### src/logic/resize_params.svh
`ifndef RESIZE_PARAMS_SVH
`define RESIZE_PARAMS_SVH

// pixel value width, as delivered by the sensor interface
`define RESIZE_PIX_W 12

// source frame size
`define RESIZE_SRC_W 10
`define RESIZE_SRC_H 8

// resized frame size
`define RESIZE_DST_W 4
`define RESIZE_DST_H 3

// coordinate counters and target indices
`define RESIZE_COORD_W 12

// fixed point ratio, source over target, rounded up by one lsb
`define RESIZE_RATIO_FRAC 16
`define RESIZE_X_RATIO (((`RESIZE_SRC_W) << `RESIZE_RATIO_FRAC) / (`RESIZE_DST_W) + 1)
`define RESIZE_Y_RATIO (((`RESIZE_SRC_H) << `RESIZE_RATIO_FRAC) / (`RESIZE_DST_H) + 1)

`endif
### src/logic/resize_pkg.sv
`include "resize_params.svh"

package resize_pkg;

	// source or target coordinate
	typedef logic [`RESIZE_COORD_W-1:0] coord_t;

	// pixel on the input channel
	typedef struct packed {
		logic [`RESIZE_PIX_W-1:0] value;
		logic                     sof;
	} pix_in_t;

	// pixel on the output channel, flags refer to the resized frame
	typedef struct packed {
		logic [`RESIZE_PIX_W-1:0] value;
		logic                     sof;
		logic                     eol;
	} pix_out_t;

	// handshake FSM of the pixel gate
	typedef enum logic [1:0] {
		GATE_IDLE,
		GATE_OUT_REQ,
		GATE_OUT_REL,
		GATE_IN_ACK
	} gate_state_t;

endpackage

### src/logic/resize_top.sv
`timescale 1ns/1ps

module resize_top import resize_pkg::*;
(
	input  logic     i_clk_os,
	input  logic     i_rst,
	input  logic     i_in_req,
	input  pix_in_t  i_in,
	output logic     o_in_ack,
	output logic     o_out_req,
	output pix_out_t o_out,
	input  logic     i_out_ack
);

	logic step;
	logic frame_start;
	logic col_hit;
	logic col_last;
	logic line_end;
	logic row_hit;
	logic row_last;

	resize_col_sampler resize_col_sampler_i (
		.i_clk_os      (i_clk_os),
		.i_rst         (i_rst),
		.i_step        (step),
		.i_frame_start (frame_start),
		.o_hit         (col_hit),
		.o_last        (col_last),
		.o_line_end    (line_end)
	);

	// rows advance on the step that closes a source line
	resize_row_sampler resize_row_sampler_i (
		.i_clk_os      (i_clk_os),
		.i_rst         (i_rst),
		.i_step        (step),
		.i_frame_start (frame_start),
		.i_line_end    (line_end),
		.o_hit         (row_hit),
		.o_last        (row_last)
	);

	resize_pixel_gate resize_pixel_gate_i (
		.i_clk_os      (i_clk_os),
		.i_rst         (i_rst),
		.i_in_req      (i_in_req),
		.i_in          (i_in),
		.o_in_ack      (o_in_ack),
		.o_out_req     (o_out_req),
		.o_out         (o_out),
		.i_out_ack     (i_out_ack),
		.o_step        (step),
		.o_frame_start (frame_start),
		.i_col_hit     (col_hit),
		.i_col_last    (col_last),
		.i_row_hit     (row_hit),
		.i_row_last    (row_last)
	);

endmodule

### src/logic/resize_pixel_gate.sv
`timescale 1ns/1ps
`include "resize_params.svh"

module resize_pixel_gate import resize_pkg::*;
(
	input  logic     i_clk_os,
	input  logic     i_rst,
	input  logic     i_in_req,
	input  pix_in_t  i_in,
	output logic     o_in_ack,
	output logic     o_out_req,
	output pix_out_t o_out,
	input  logic     i_out_ack,
	output logic     o_step,
	output logic     o_frame_start,
	input  logic     i_col_hit,
	input  logic     i_col_last,
	input  logic     i_row_hit,
	input  logic     i_row_last
);

	gate_state_t state;
	logic        step_q;
	logic        frame_start_q;
	logic        first_pend;

	logic keep;
	logic eff_col_last;
	logic eff_row_last;

	// with sof the pixel sits at target (0,0), which is always selected
	assign keep         = frame_start_q | (i_col_hit & i_row_hit);
	assign eff_col_last = frame_start_q ? (`RESIZE_DST_W == 1) : i_col_last;
	assign eff_row_last = frame_start_q ? (`RESIZE_DST_H == 1) : i_row_last;

	always_ff @(posedge i_clk_os)
	begin
		if (i_rst)
		begin
			state         <= GATE_IDLE;
			step_q        <= 1'b0;
			frame_start_q <= 1'b0;
			first_pend    <= 1'b1;
			o_in_ack      <= 1'b0;
			o_out_req     <= 1'b0;
		end
		else
		begin
			step_q <= 1'b0;
			case (state)
				GATE_IDLE:
				begin
					if (step_q)
					begin
						// samplers still show the accepted pixel this cycle
						if (keep)
						begin
							o_out_req  <= 1'b1;
							first_pend <= eff_col_last & eff_row_last;
							state      <= GATE_OUT_REQ;
						end
						else
						begin
							o_in_ack <= 1'b1;
							state    <= GATE_IN_ACK;
						end
					end
					else if (i_in_req)
					begin
						step_q        <= 1'b1;
						frame_start_q <= i_in.sof;
					end
				end
				GATE_OUT_REQ:
				begin
					if (i_out_ack)
					begin
						o_out_req <= 1'b0;
						state     <= GATE_OUT_REL;
					end
				end
				GATE_OUT_REL:
				begin
					// source stays stalled until the sink has released
					if (!i_out_ack)
					begin
						o_in_ack <= 1'b1;
						state    <= GATE_IN_ACK;
					end
				end
				GATE_IN_ACK:
				begin
					if (!i_in_req)
					begin
						o_in_ack <= 1'b0;
						state    <= GATE_IDLE;
					end
				end
				default:
				begin
					state <= GATE_IDLE;
				end
			endcase
		end
	end

	// output pixel, loaded only when o_out_req goes high
	always_ff @(posedge i_clk_os)
	begin
		if (state == GATE_IDLE && step_q && keep)
		begin
			o_out.value <= i_in.value;
			o_out.sof   <= frame_start_q | first_pend;
			o_out.eol   <= eff_col_last;
		end
	end

	assign o_step        = step_q;
	assign o_frame_start = frame_start_q;

endmodule

### src/logic/resize_row_sampler.sv
`timescale 1ns/1ps
`include "resize_params.svh"

module resize_row_sampler import resize_pkg::*;
(
	input  logic i_clk_os,
	input  logic i_rst,
	input  logic i_step,
	input  logic i_frame_start,
	input  logic i_line_end,
	output logic o_hit,
	output logic o_last
);

	coord_t src_row;
	coord_t tgt_idx;
	coord_t sel_row;

	coord_t      cur_row;
	coord_t      cur_tgt;
	coord_t      cur_sel;
	coord_t      nxt_tgt;
	logic [31:0] sel_prod;
	logic        cur_hit;
	logic        cur_le;
	logic        cur_end;

	// on a frame start the column sampler's line end is stale
	assign cur_row = i_frame_start ? '0 : src_row;
	assign cur_tgt = i_frame_start ? '0 : tgt_idx;
	assign cur_sel = i_frame_start ? '0 : sel_row;
	assign cur_le  = i_frame_start ? (`RESIZE_SRC_W == 1) : i_line_end;
	assign cur_hit = (cur_row == cur_sel);
	assign cur_end = (cur_row == coord_t'(`RESIZE_SRC_H - 1));

	assign nxt_tgt  = cur_tgt + 1'b1;
	assign sel_prod = 32'(nxt_tgt) * 32'(`RESIZE_Y_RATIO);

	always_ff @(posedge i_clk_os)
	begin
		if (i_rst)
		begin
			src_row <= '0;
			tgt_idx <= '0;
			sel_row <= '0;
		end
		else if (i_step)
		begin
			if (!cur_le)
			begin
				// mid line, only a frame start changes anything
				src_row <= cur_row;
				tgt_idx <= cur_tgt;
				sel_row <= cur_sel;
			end
			else if (cur_end)
			begin
				src_row <= '0;
				tgt_idx <= '0;
				sel_row <= '0;
			end
			else
			begin
				src_row <= cur_row + 1'b1;
				tgt_idx <= cur_hit ? nxt_tgt : cur_tgt;
				sel_row <= cur_hit ? coord_t'(sel_prod >> `RESIZE_RATIO_FRAC) : cur_sel;
			end
		end
	end

	// held for a whole source line
	assign o_hit  = (src_row == sel_row);
	assign o_last = (tgt_idx == coord_t'(`RESIZE_DST_H - 1));

endmodule

### src/logic/resize_col_sampler.sv
`timescale 1ns/1ps
`include "resize_params.svh"

module resize_col_sampler import resize_pkg::*;
(
	input  logic i_clk_os,
	input  logic i_rst,
	input  logic i_step,
	input  logic i_frame_start,
	output logic o_hit,
	output logic o_last,
	output logic o_line_end
);

	coord_t src_col;
	coord_t tgt_idx;
	coord_t sel_col;

	coord_t      cur_col;
	coord_t      cur_tgt;
	coord_t      cur_sel;
	coord_t      nxt_tgt;
	logic [31:0] sel_prod;
	logic        cur_hit;
	logic        cur_end;

	// a frame start puts the current pixel at column 0, target 0
	assign cur_col = i_frame_start ? '0 : src_col;
	assign cur_tgt = i_frame_start ? '0 : tgt_idx;
	assign cur_sel = i_frame_start ? '0 : sel_col;
	assign cur_hit = (cur_col == cur_sel);
	assign cur_end = (cur_col == coord_t'(`RESIZE_SRC_W - 1));

	// next selected column is (k * ratio) >> frac
	assign nxt_tgt  = cur_tgt + 1'b1;
	assign sel_prod = 32'(nxt_tgt) * 32'(`RESIZE_X_RATIO);

	always_ff @(posedge i_clk_os)
	begin
		if (i_rst)
		begin
			src_col <= '0;
			tgt_idx <= '0;
			sel_col <= '0;
		end
		else if (i_step)
		begin
			if (cur_end)
			begin
				// next source line starts over at target 0
				src_col <= '0;
				tgt_idx <= '0;
				sel_col <= '0;
			end
			else
			begin
				src_col <= cur_col + 1'b1;
				tgt_idx <= cur_hit ? nxt_tgt : cur_tgt;
				sel_col <= cur_hit ? coord_t'(sel_prod >> `RESIZE_RATIO_FRAC) : cur_sel;
			end
		end
	end

	assign o_hit      = (src_col == sel_col);
	assign o_last     = (tgt_idx == coord_t'(`RESIZE_DST_W - 1));
	assign o_line_end = (src_col == coord_t'(`RESIZE_SRC_W - 1));

endmodule

### config.mk
export PLATFORM = sky130hd
export DESIGN_NAME = resize_top
export DESIGN_NICKNAME = d
export VERILOG_FILES = /design/src/logic/resize_pkg.sv /design/src/logic/resize_top.sv /design/src/logic/resize_pixel_gate.sv /design/src/logic/resize_row_sampler.sv /design/src/logic/resize_col_sampler.sv
export VERILOG_INCLUDE_DIRS = /design/src /design/src/logic
export SDC_FILE = /design/constraint.sdc
export NUM_CORES = 1
export LEC_CHECK = 0
export BUFFER_PORTS_ARGS = -buffer_cell sky130_fd_sc_hd__buf_4
export CAP_MARGIN = 15
export CORE_UTILIZATION = 34
export DETAILED_ROUTE_END_ITERATION = 10
export HOLD_SLACK_MARGIN = 0.15
export PLACE_DENSITY = 0.55
export SLEW_MARGIN = 40
export SYNTH_ARGS = -nofsm -noshare
export SYNTH_HDL_FRONTEND = slang
export SYNTH_HIERARCHICAL = 1
export SYNTH_SLANG_ARGS = --single-unit
### constraint.sdc
create_clock -name i_clk_os -period 14.3 [get_ports i_clk_os]
set_input_delay 0.715 -clock i_clk_os [delete_from_list [all_inputs] [get_ports i_clk_os]]
set_output_delay 0.715 -clock i_clk_os [all_outputs]
set_load 0.1 [all_outputs]
==> run_results.csv, run 1 <==
group,metric,value,unit
critical_path,critPathLaunch,"resize_pixel_gate_i/o_frame_start",
placed_design,hpwl,15.0,mm
global_route,overflow,0,
synth,yosysTopAreaCell,"dfxtp_1",
timing,finalCritPeriodShare,49.4,%
hold_path,hp-class,"reg2reg",
timing,hold_ws,0.473,ns
layout,final_util,38.3,%
global_route,grt_max_degree,52,
synth,syn_inst,934,
die,ios,33,
synth,synth_most_common_cell,"inv_1",
pwr,powerDensity,77.6,nW/um2
clock_network,hold_buffers,0,
run_status,status,"complete, but fails checks",
pwr,clockPowerShare,37.3,%
pwr,intPower,0.488,mW
timing,final.setup_skew,0.0115,ns
timing,max_slew_margin,48.1,%
drt,wl_per_cell,14.7,um
drt,wl_met3,718,um
synth,yosysSeqAreaShare,23.8,%
clock_network,cts_resized,0,
synth,synth-xor-area-share,6.52,%
synth,synth_common_cells,"inv_1 (129), ha_1 (108), dfxtp_1 (79), nor2_1 (65), nand2_1 (50)",
synth,synth_fa_ha_area_share,27.3,%
drt,dr_wl_met2,8.72,mm
pwr,p_leak,4.43,nW
hold_path,hold-path-endpoint,"resize_row_sampler_i/sel_row[10]",
layout,syn_to_final_growth,10.5,%
die,die_w,159,um
synth,async_flop_share,0,%
placed_design,place_area,8960,um2
layout,multiInputGateArea,5770,um2
synth,synth.cell_area,8400,um2
timing,finalSetupTns,0,ns
global_route,grt_pass1_wl,32.5,mm
clock_network,clkLatencyLatePin,0.35,ns
placed_design,portBuffers,32,
synth,yosys.area.top_type_share,18.8,%
clock_network,clk_pin_slew,0.07,ns
clock_network,cts_setup_buffers,0,
synth,yosys_warnings,6,
clock_network,ctsHtreeMaxLevel,3,
drt,wirelength_met1,9.13,mm
drt,vias,6648,
critical_path,rr_startpoint,"resize_pixel_gate_i/o_frame_start",
critical_path,worst_ep_arrival_time,7.31,ns
timing,tightest_slew,0.779,ns
drt,drtIter0Drc,323,
drt,antenna_left,0,
die,placementRows,57,
synth,synth_compound_area_share,16.8,%
hold_path,whs_path_depth,2,
placed_design,place_ws,7.29,ns
global_route,grt_use_total,15.5,%
global_route,first_global_vias,6476,
layout,fillers,2476,
clock_network,cts_buffers,9,
timing,rsz0062_at_grt,"no",
layout,diodes,0,
synth,avgSynthCellArea,9.00,um2
layout,fin_cells,1284,
pwr,power.switching,0.233,mW
hold_path,min_from,"resize_row_sampler_i/sel_row[10]",
critical_path,r2r_end,"resize_row_sampler_i/sel_row[9]",
layout,final_cell_area,9290,um2
synth,ys.flop_type,"dfxtp_1",
placed_design,gp_congestion,0.819,
drt,drtPass1Iterations,7,
clock_network,cts-root-buf,"clkbuf_16",
placed_design,placed_cells,1268,
timing,fmax,141,MHz
job,max_cap_viol_count,0,
synth,synth_top_family_by_area,"adder cells",
run_status,violations,"DRC",
layout,seq_area,2000,um2
layout,layout-drive-gt1-share,8.65,%
die,initial_core_util,34.7,%
pwr,swShare,32.3,%
timing,period_needed,7.07,ns
clock_network,cts_num_sinks,93,
pwr,ir_worst_vdd,0.0642,mV
synth,ys_ff_latch,93,
timing,drv_slew,0,
critical_path,critPathRequiredTime,14.54,ns
critical_path,startpoint_type,"flip-flop",
timing,fin_ws,7.23,ns
die,die_h,159,um
drt,avgViaCountPerCell,5.18,
critical_path,reg2reg_depth,24,
pwr,comb_power_share,22.5,%
critical_path,path_max_fanout,37,
clock_network,cts_tree,"yes",
critical_path,ff2ff_setup_slack,7.23,ns
pwr,fin_total_pwr,0.721,mW
global_route,antenna_found_initial,0,
synth,synth_fp_nets,1106,
synth,synth_area_leaders,"dfxtp_1 (19%), ha_1 (16%), fa_1 (11%)",
synth,synthDistinctLibCells,83,
die,dieArea,25400,um2
drt,finalWirelength,18.9,mm
critical_path,crit_type,"reg2reg",
drt,top_signal_layer_used,"met4",
synth,muxShareOfSynthArea,0.357,%
synth,synth-simple-area-share,17.7,%
critical_path,endpoint_kind,"flip-flop",
timing,setup_viol,0,
timing,hold_viol,0,
synth,synth-edff-count,14,
drt,drc,2,
pwr,seqPwrFrac,40.2,%
clock_network,clk_path_buf_depth,2,
layout,finish.net_count,1127,
die,coreArea,24200,um2
[final cells by class]
type | count | area share [%]
multi-input combinational | 683 | 62.2
tap | 324 | 4.36
inverter | 131 | 5.29
timing repair buffer | 37 | 3.03
sequential | 93 | 21.6
clock buffer | 10 | 2.57
clock inverter | 6 | 1.01
[flip-flops by register name (all words and copies together), names as in the netlist]
signal / flops
resize_row_sampler_i/sel_row: 12
resize_pixel_gate_i/o_in_ack: 1
resize_row_sampler_i/src_row: 12
resize_col_sampler_i/sel_col: 12
resize_col_sampler_i/tgt_idx: 12
resize_row_sampler_i/tgt_idx: 12
resize_pixel_gate_i/o_out: 14
resize_pixel_gate_i/first_pend: 1
resize_pixel_gate_i/o_frame_start: 1
resize_pixel_gate_i/o_step: 1
resize_col_sampler_i/src_col: 12
resize_pixel_gate_i/state: 2
resize_pixel_gate_i/o_out_req: 1
[cell families (layout without fill, tap and decap cells)]
logic type	Yosys count	in the layout
compound gates	196	196
buf+inv	158	184
xor+xnor	61	61
flops	93	93
simple gates	268	268
mux	3	3
fa+ha+maj	155	155
[worst max-delay path, cell delays in order (launching register included)]
cell and delay, ns:
dfxtp_2 0.41, buf_4 0.28, nand2b_1 0.24, inv_1 0.14, ha_1 0.19, nand3_1 0.14, nor3_1 0.32, nand3_1 0.14
xor2_1 0.16, nor2_1 0.27, inv_1 0.16, fa_1 0.55, inv_1 0.10, fa_1 0.57, inv_1 0.11, fa_1 0.58
inv_1 0.08, fa_1 0.46, ha_1 0.40, nand3_2 0.13, nor3_1 0.21, o211ai_1 0.18, a2111oi_1 0.70, o31ai_1 0.14
a32o_1 0.28
[per-layer routing]
layer / track usage, % / vias up
met2: 26.0 / 114
li1: - / 3340
met5: 0 / -
met4: 4.37 / 0
met3: 1.90 / 17
met1: 20.9 / 3177
[power groups by stage]
stage / clock [mW] / combinational, mW / sequential (mW)
after floorplan: 0 / 0.0882 / 0.334
after global placement: 0 / 0.161 / 0.296
after detailed placement: 0 / 0.162 / 0.296
after CTS: 0.275 / 0.163 / 0.290
after global routing: 0.285 / 0.178 / 0.292
final: 0.268 / 0.162 / 0.290
[how the worst max path moves through the flow]
stage                                                 end  slack (ns)  cells after the start
after floorplan           resize_row_sampler_i/sel_row[9]        8.20                     25
after global placement    resize_row_sampler_i/sel_row[9]        7.42                     24
after detailed placement  resize_row_sampler_i/sel_row[9]        7.29                     24
after CTS                 resize_row_sampler_i/sel_row[9]        7.27                     24
after global routing      resize_row_sampler_i/sel_row[9]        6.78                     24
final                     resize_row_sampler_i/sel_row[9]        7.23                     24
[cells in the final DEF (no fill, tap or decap), types with 15 or more instances in the layout]
cell type / count
a21oi_1: 45
fa_1: 47
xnor2_1: 23
a21o_1: 15
nand2_1: 50
and3_1: 17
ha_1: 108
inv_1: 129
nand3_1: 25
nor2_1: 65
dfxtp_1: 78
buf_4: 36
a22o_1: 30
xor2_1: 37
o21ai_0: 37
(Power assumes the default switching activity.)
==> inputs of run 2 (changes only) <==
- ABC_AREA: unset -> 1
- clock period: 14.3 -> 7.2 ns (I/O delays scaled with it)
==> run 2 against run 1 <==
The flow now finishes without violations. Synthesized cell count up 52%. Synthesized area is 18% higher. Non-clock buffer count decreased by 2. Fmax rose by 14%. Design area up 16%. Die area is 18% higher. Largest cell class unchanged. Largest power group is now combinational cells.
==> run_results.csv, run 2 <==
group,metric,value,unit
run_status,status,"complete, no violations",
global_route,antenna_found_initial,0,
synth,ys.flop_type,"dfxtp_1",
clock_network,cts_tree,"yes",
layout,mostFrequentLayoutCells,"nand2_1 (314), inv_1 (262), ha_1 (108)",
clock_network,hold_buffers,0,
layout,layout-drive-gt1-share,8.67,%
die,initial_core_util,34.6,%
clock_network,clk_pin_slew,0.08,ns
synth,synth.cell_area,9940,um2
die,coreArea,28700,um2
layout,syn_to_final_growth,8.32,%
synth,async_flop_share,0,%
job,max_cap_viol_count,0,
global_route,grt_max_degree,72,
timing,finalCritPeriodShare,86.4,%
synth,yosys_warnings,6,
drt,drtPass1Iterations,5,
global_route,grt_pass1_wl,41.4,mm
layout,layout_commonest_cell,"nand2_1",
placed_design,gp_congestion,0.912,
die,die_w,173,um
drt,vias,8748,
pwr,p_leak,5.26,nW
synth,syn_inst,1419,
timing,rsz0062_at_grt,"no",
timing,fmax,161,MHz
timing,finalSetupTns,0,ns
synth,yosysTopAreaCell,"dfxtp_1",
drt,antenna_left,0,
critical_path,critPathMaxStageDelay,0.65,ns
hold_path,hp-class,"in2reg",
placed_design,hpwl,19.4,mm
pwr,ir_worst_vdd,0.287,mV
synth,synth_area_leaders,"dfxtp_1 (16%), ha_1 (14%), nand2_1 (12%)",
pwr,powerDensity,386,nW/um2
drt,finalWirelength,24.5,mm
synth,synthDistinctLibCells,50,
timing,max_slew_margin,47.6,%
global_route,first_global_vias,8330,
global_route,grt_use_total,16.7,%
synth,ys_ff_latch,93,
synth,synth-edff-count,14,
timing,final.setup_skew,0.0132,ns
critical_path,critPathRequiredTime,7.49,ns
drt,wl_per_cell,13.5,um
synth,yosys.area.top_type_share,15.9,%
critical_path,path_max_fanout,23,
synth,synth_most_common_cell,"nand2_1",
timing,drv_slew,0,
drt,drc,0,
die,placementRows,62,
layout,fin_cells,1815,
critical_path,startpoint_type,"flip-flop",
clock_network,ctsHtreeMaxLevel,3,
die,ios,33,
clock_network,cts_resized,0,
layout,finish.net_count,1598,
critical_path,crit_path_top_delay_cell,"fa_1",
layout,diodes,0,
timing,setup_viol,0,
critical_path,crit_type,"reg2reg",
placed_design,placed_cells,1799,
clock_network,cts-root-buf,"clkbuf_16",
clock_network,clk_path_buf_depth,2,
critical_path,endpoint_kind,"flip-flop",
critical_path,worst_ep_arrival_time,6.51,ns
timing,period_needed,6.22,ns
clock_network,cts_setup_buffers,0,
synth,avgSynthCellArea,7.00,um2
synth,yosysSeqAreaShare,20.1,%
drt,avgViaCountPerCell,4.82,
drt,drtIter0Drc,530,
clock_network,clkLatencyLatePin,0.36,ns
layout,largest_reg_flops,14,
die,dieArea,29900,um2
timing,hold_viol,0,
timing,tightest_slew,0.784,ns
clock_network,cts_buffers,9,
synth,synth_fp_nets,1591,
die,die_h,173,um
layout,top_register,"resize_pixel_gate_i/o_out",
synth,synth_common_cells,"nand2_1 (314), inv_1 (264), ha_1 (108), a21oi_1 (95), nor2_1 (83)",
placed_design,portBuffers,32,
global_route,overflow,0,
clock_network,cts_num_sinks,93,
==> run 2: area by class of cell <==
| type | count | area [um2] |
|---|---|---|
| Clock inverter | 7 | 97.6 |
| Fill cell | 3114 | 17900 |
| Timing Repair Buffer | 35 | 263 |
| Tap cell | 384 | 480 |
| Clock buffer | 9 | 225 |
| Inverter | 277 | 1050 |
| Sequential cell | 93 | 2000 |
| Multi-Input combinational cell | 1010 | 6650 |
==> run 2: worst max-delay path: cells and delay by family (launching register included) <==
family	cells	cell delay, ns
and+or+nand+nor	11	1.24
adders and majority gates	7	2.98
DFF	1	0.43
AOI/OAI and AO/OA	2	0.41
buffers and inverters	8	0.82
xor gates and xnor gates	1	0.27
==> run 2: routing by layer <==
layer	GRT usage, %	vias to the layer above	wire length (um)
met1	23.4	4034	12300
met5	0	-	0
met3	1.85	34	638
li1	-	4552	-
met2	27.0	128	11100
met4	4.98	0	524
==> run 2: power by group <==
part | switching (mW) | total [mW] | internal (mW) | leakage (nW)
registers | 0.0981 | 0.721 | 0.622 | 0.767
clock network | 0.223 | 0.530 | 0.307 | 0.154
logic | 1.98 | 2.91 | 0.926 | 4.34
==> run 2: kinds of logic after synthesis <==
family,synth area share (%)
buf+inv,13.1
compound gates,12.5
fa+ha+maj,23.1
flops,20.1
simple gates,26.8
xor+xnor,4.41
==> run 2: worst paths after layout <==
| check | from | cells after the start | slack, ns | to |
|---|---|---|---|---|
| min | i_in[6] | 1 | 0.17 | resize_pixel_gate_i/o_out[7] |
| max | resize_pixel_gate_i/o_frame_start | 29 | 0.98 | resize_row_sampler_i/sel_row[11] |
| max reg2reg | resize_pixel_gate_i/o_frame_start | 29 | 0.98 | resize_row_sampler_i/sel_row[11] |
| min reg2reg | resize_col_sampler_i/tgt_idx[9] | 2 | 0.49 | resize_col_sampler_i/tgt_idx[9] |
==> run 2: per-stage QoR <==
stage	hold WS [ns]	area (um2)	utilization [%]	total power, mW	setup slack [ns]
2_1_floorplan	0.429	9940	-	3.00	1.61
3_3_place_gp	0.471	10400	36.3	3.63	1.10
3_5_place_dp	0.481	10400	36.4	3.64	1.00
4_1_cts	0.150	10800	37.5	4.20	0.969
5_1_grt	0.157	10800	37.5	4.66	0.389
6_report	0.170	10800	37.5	4.16	0.976
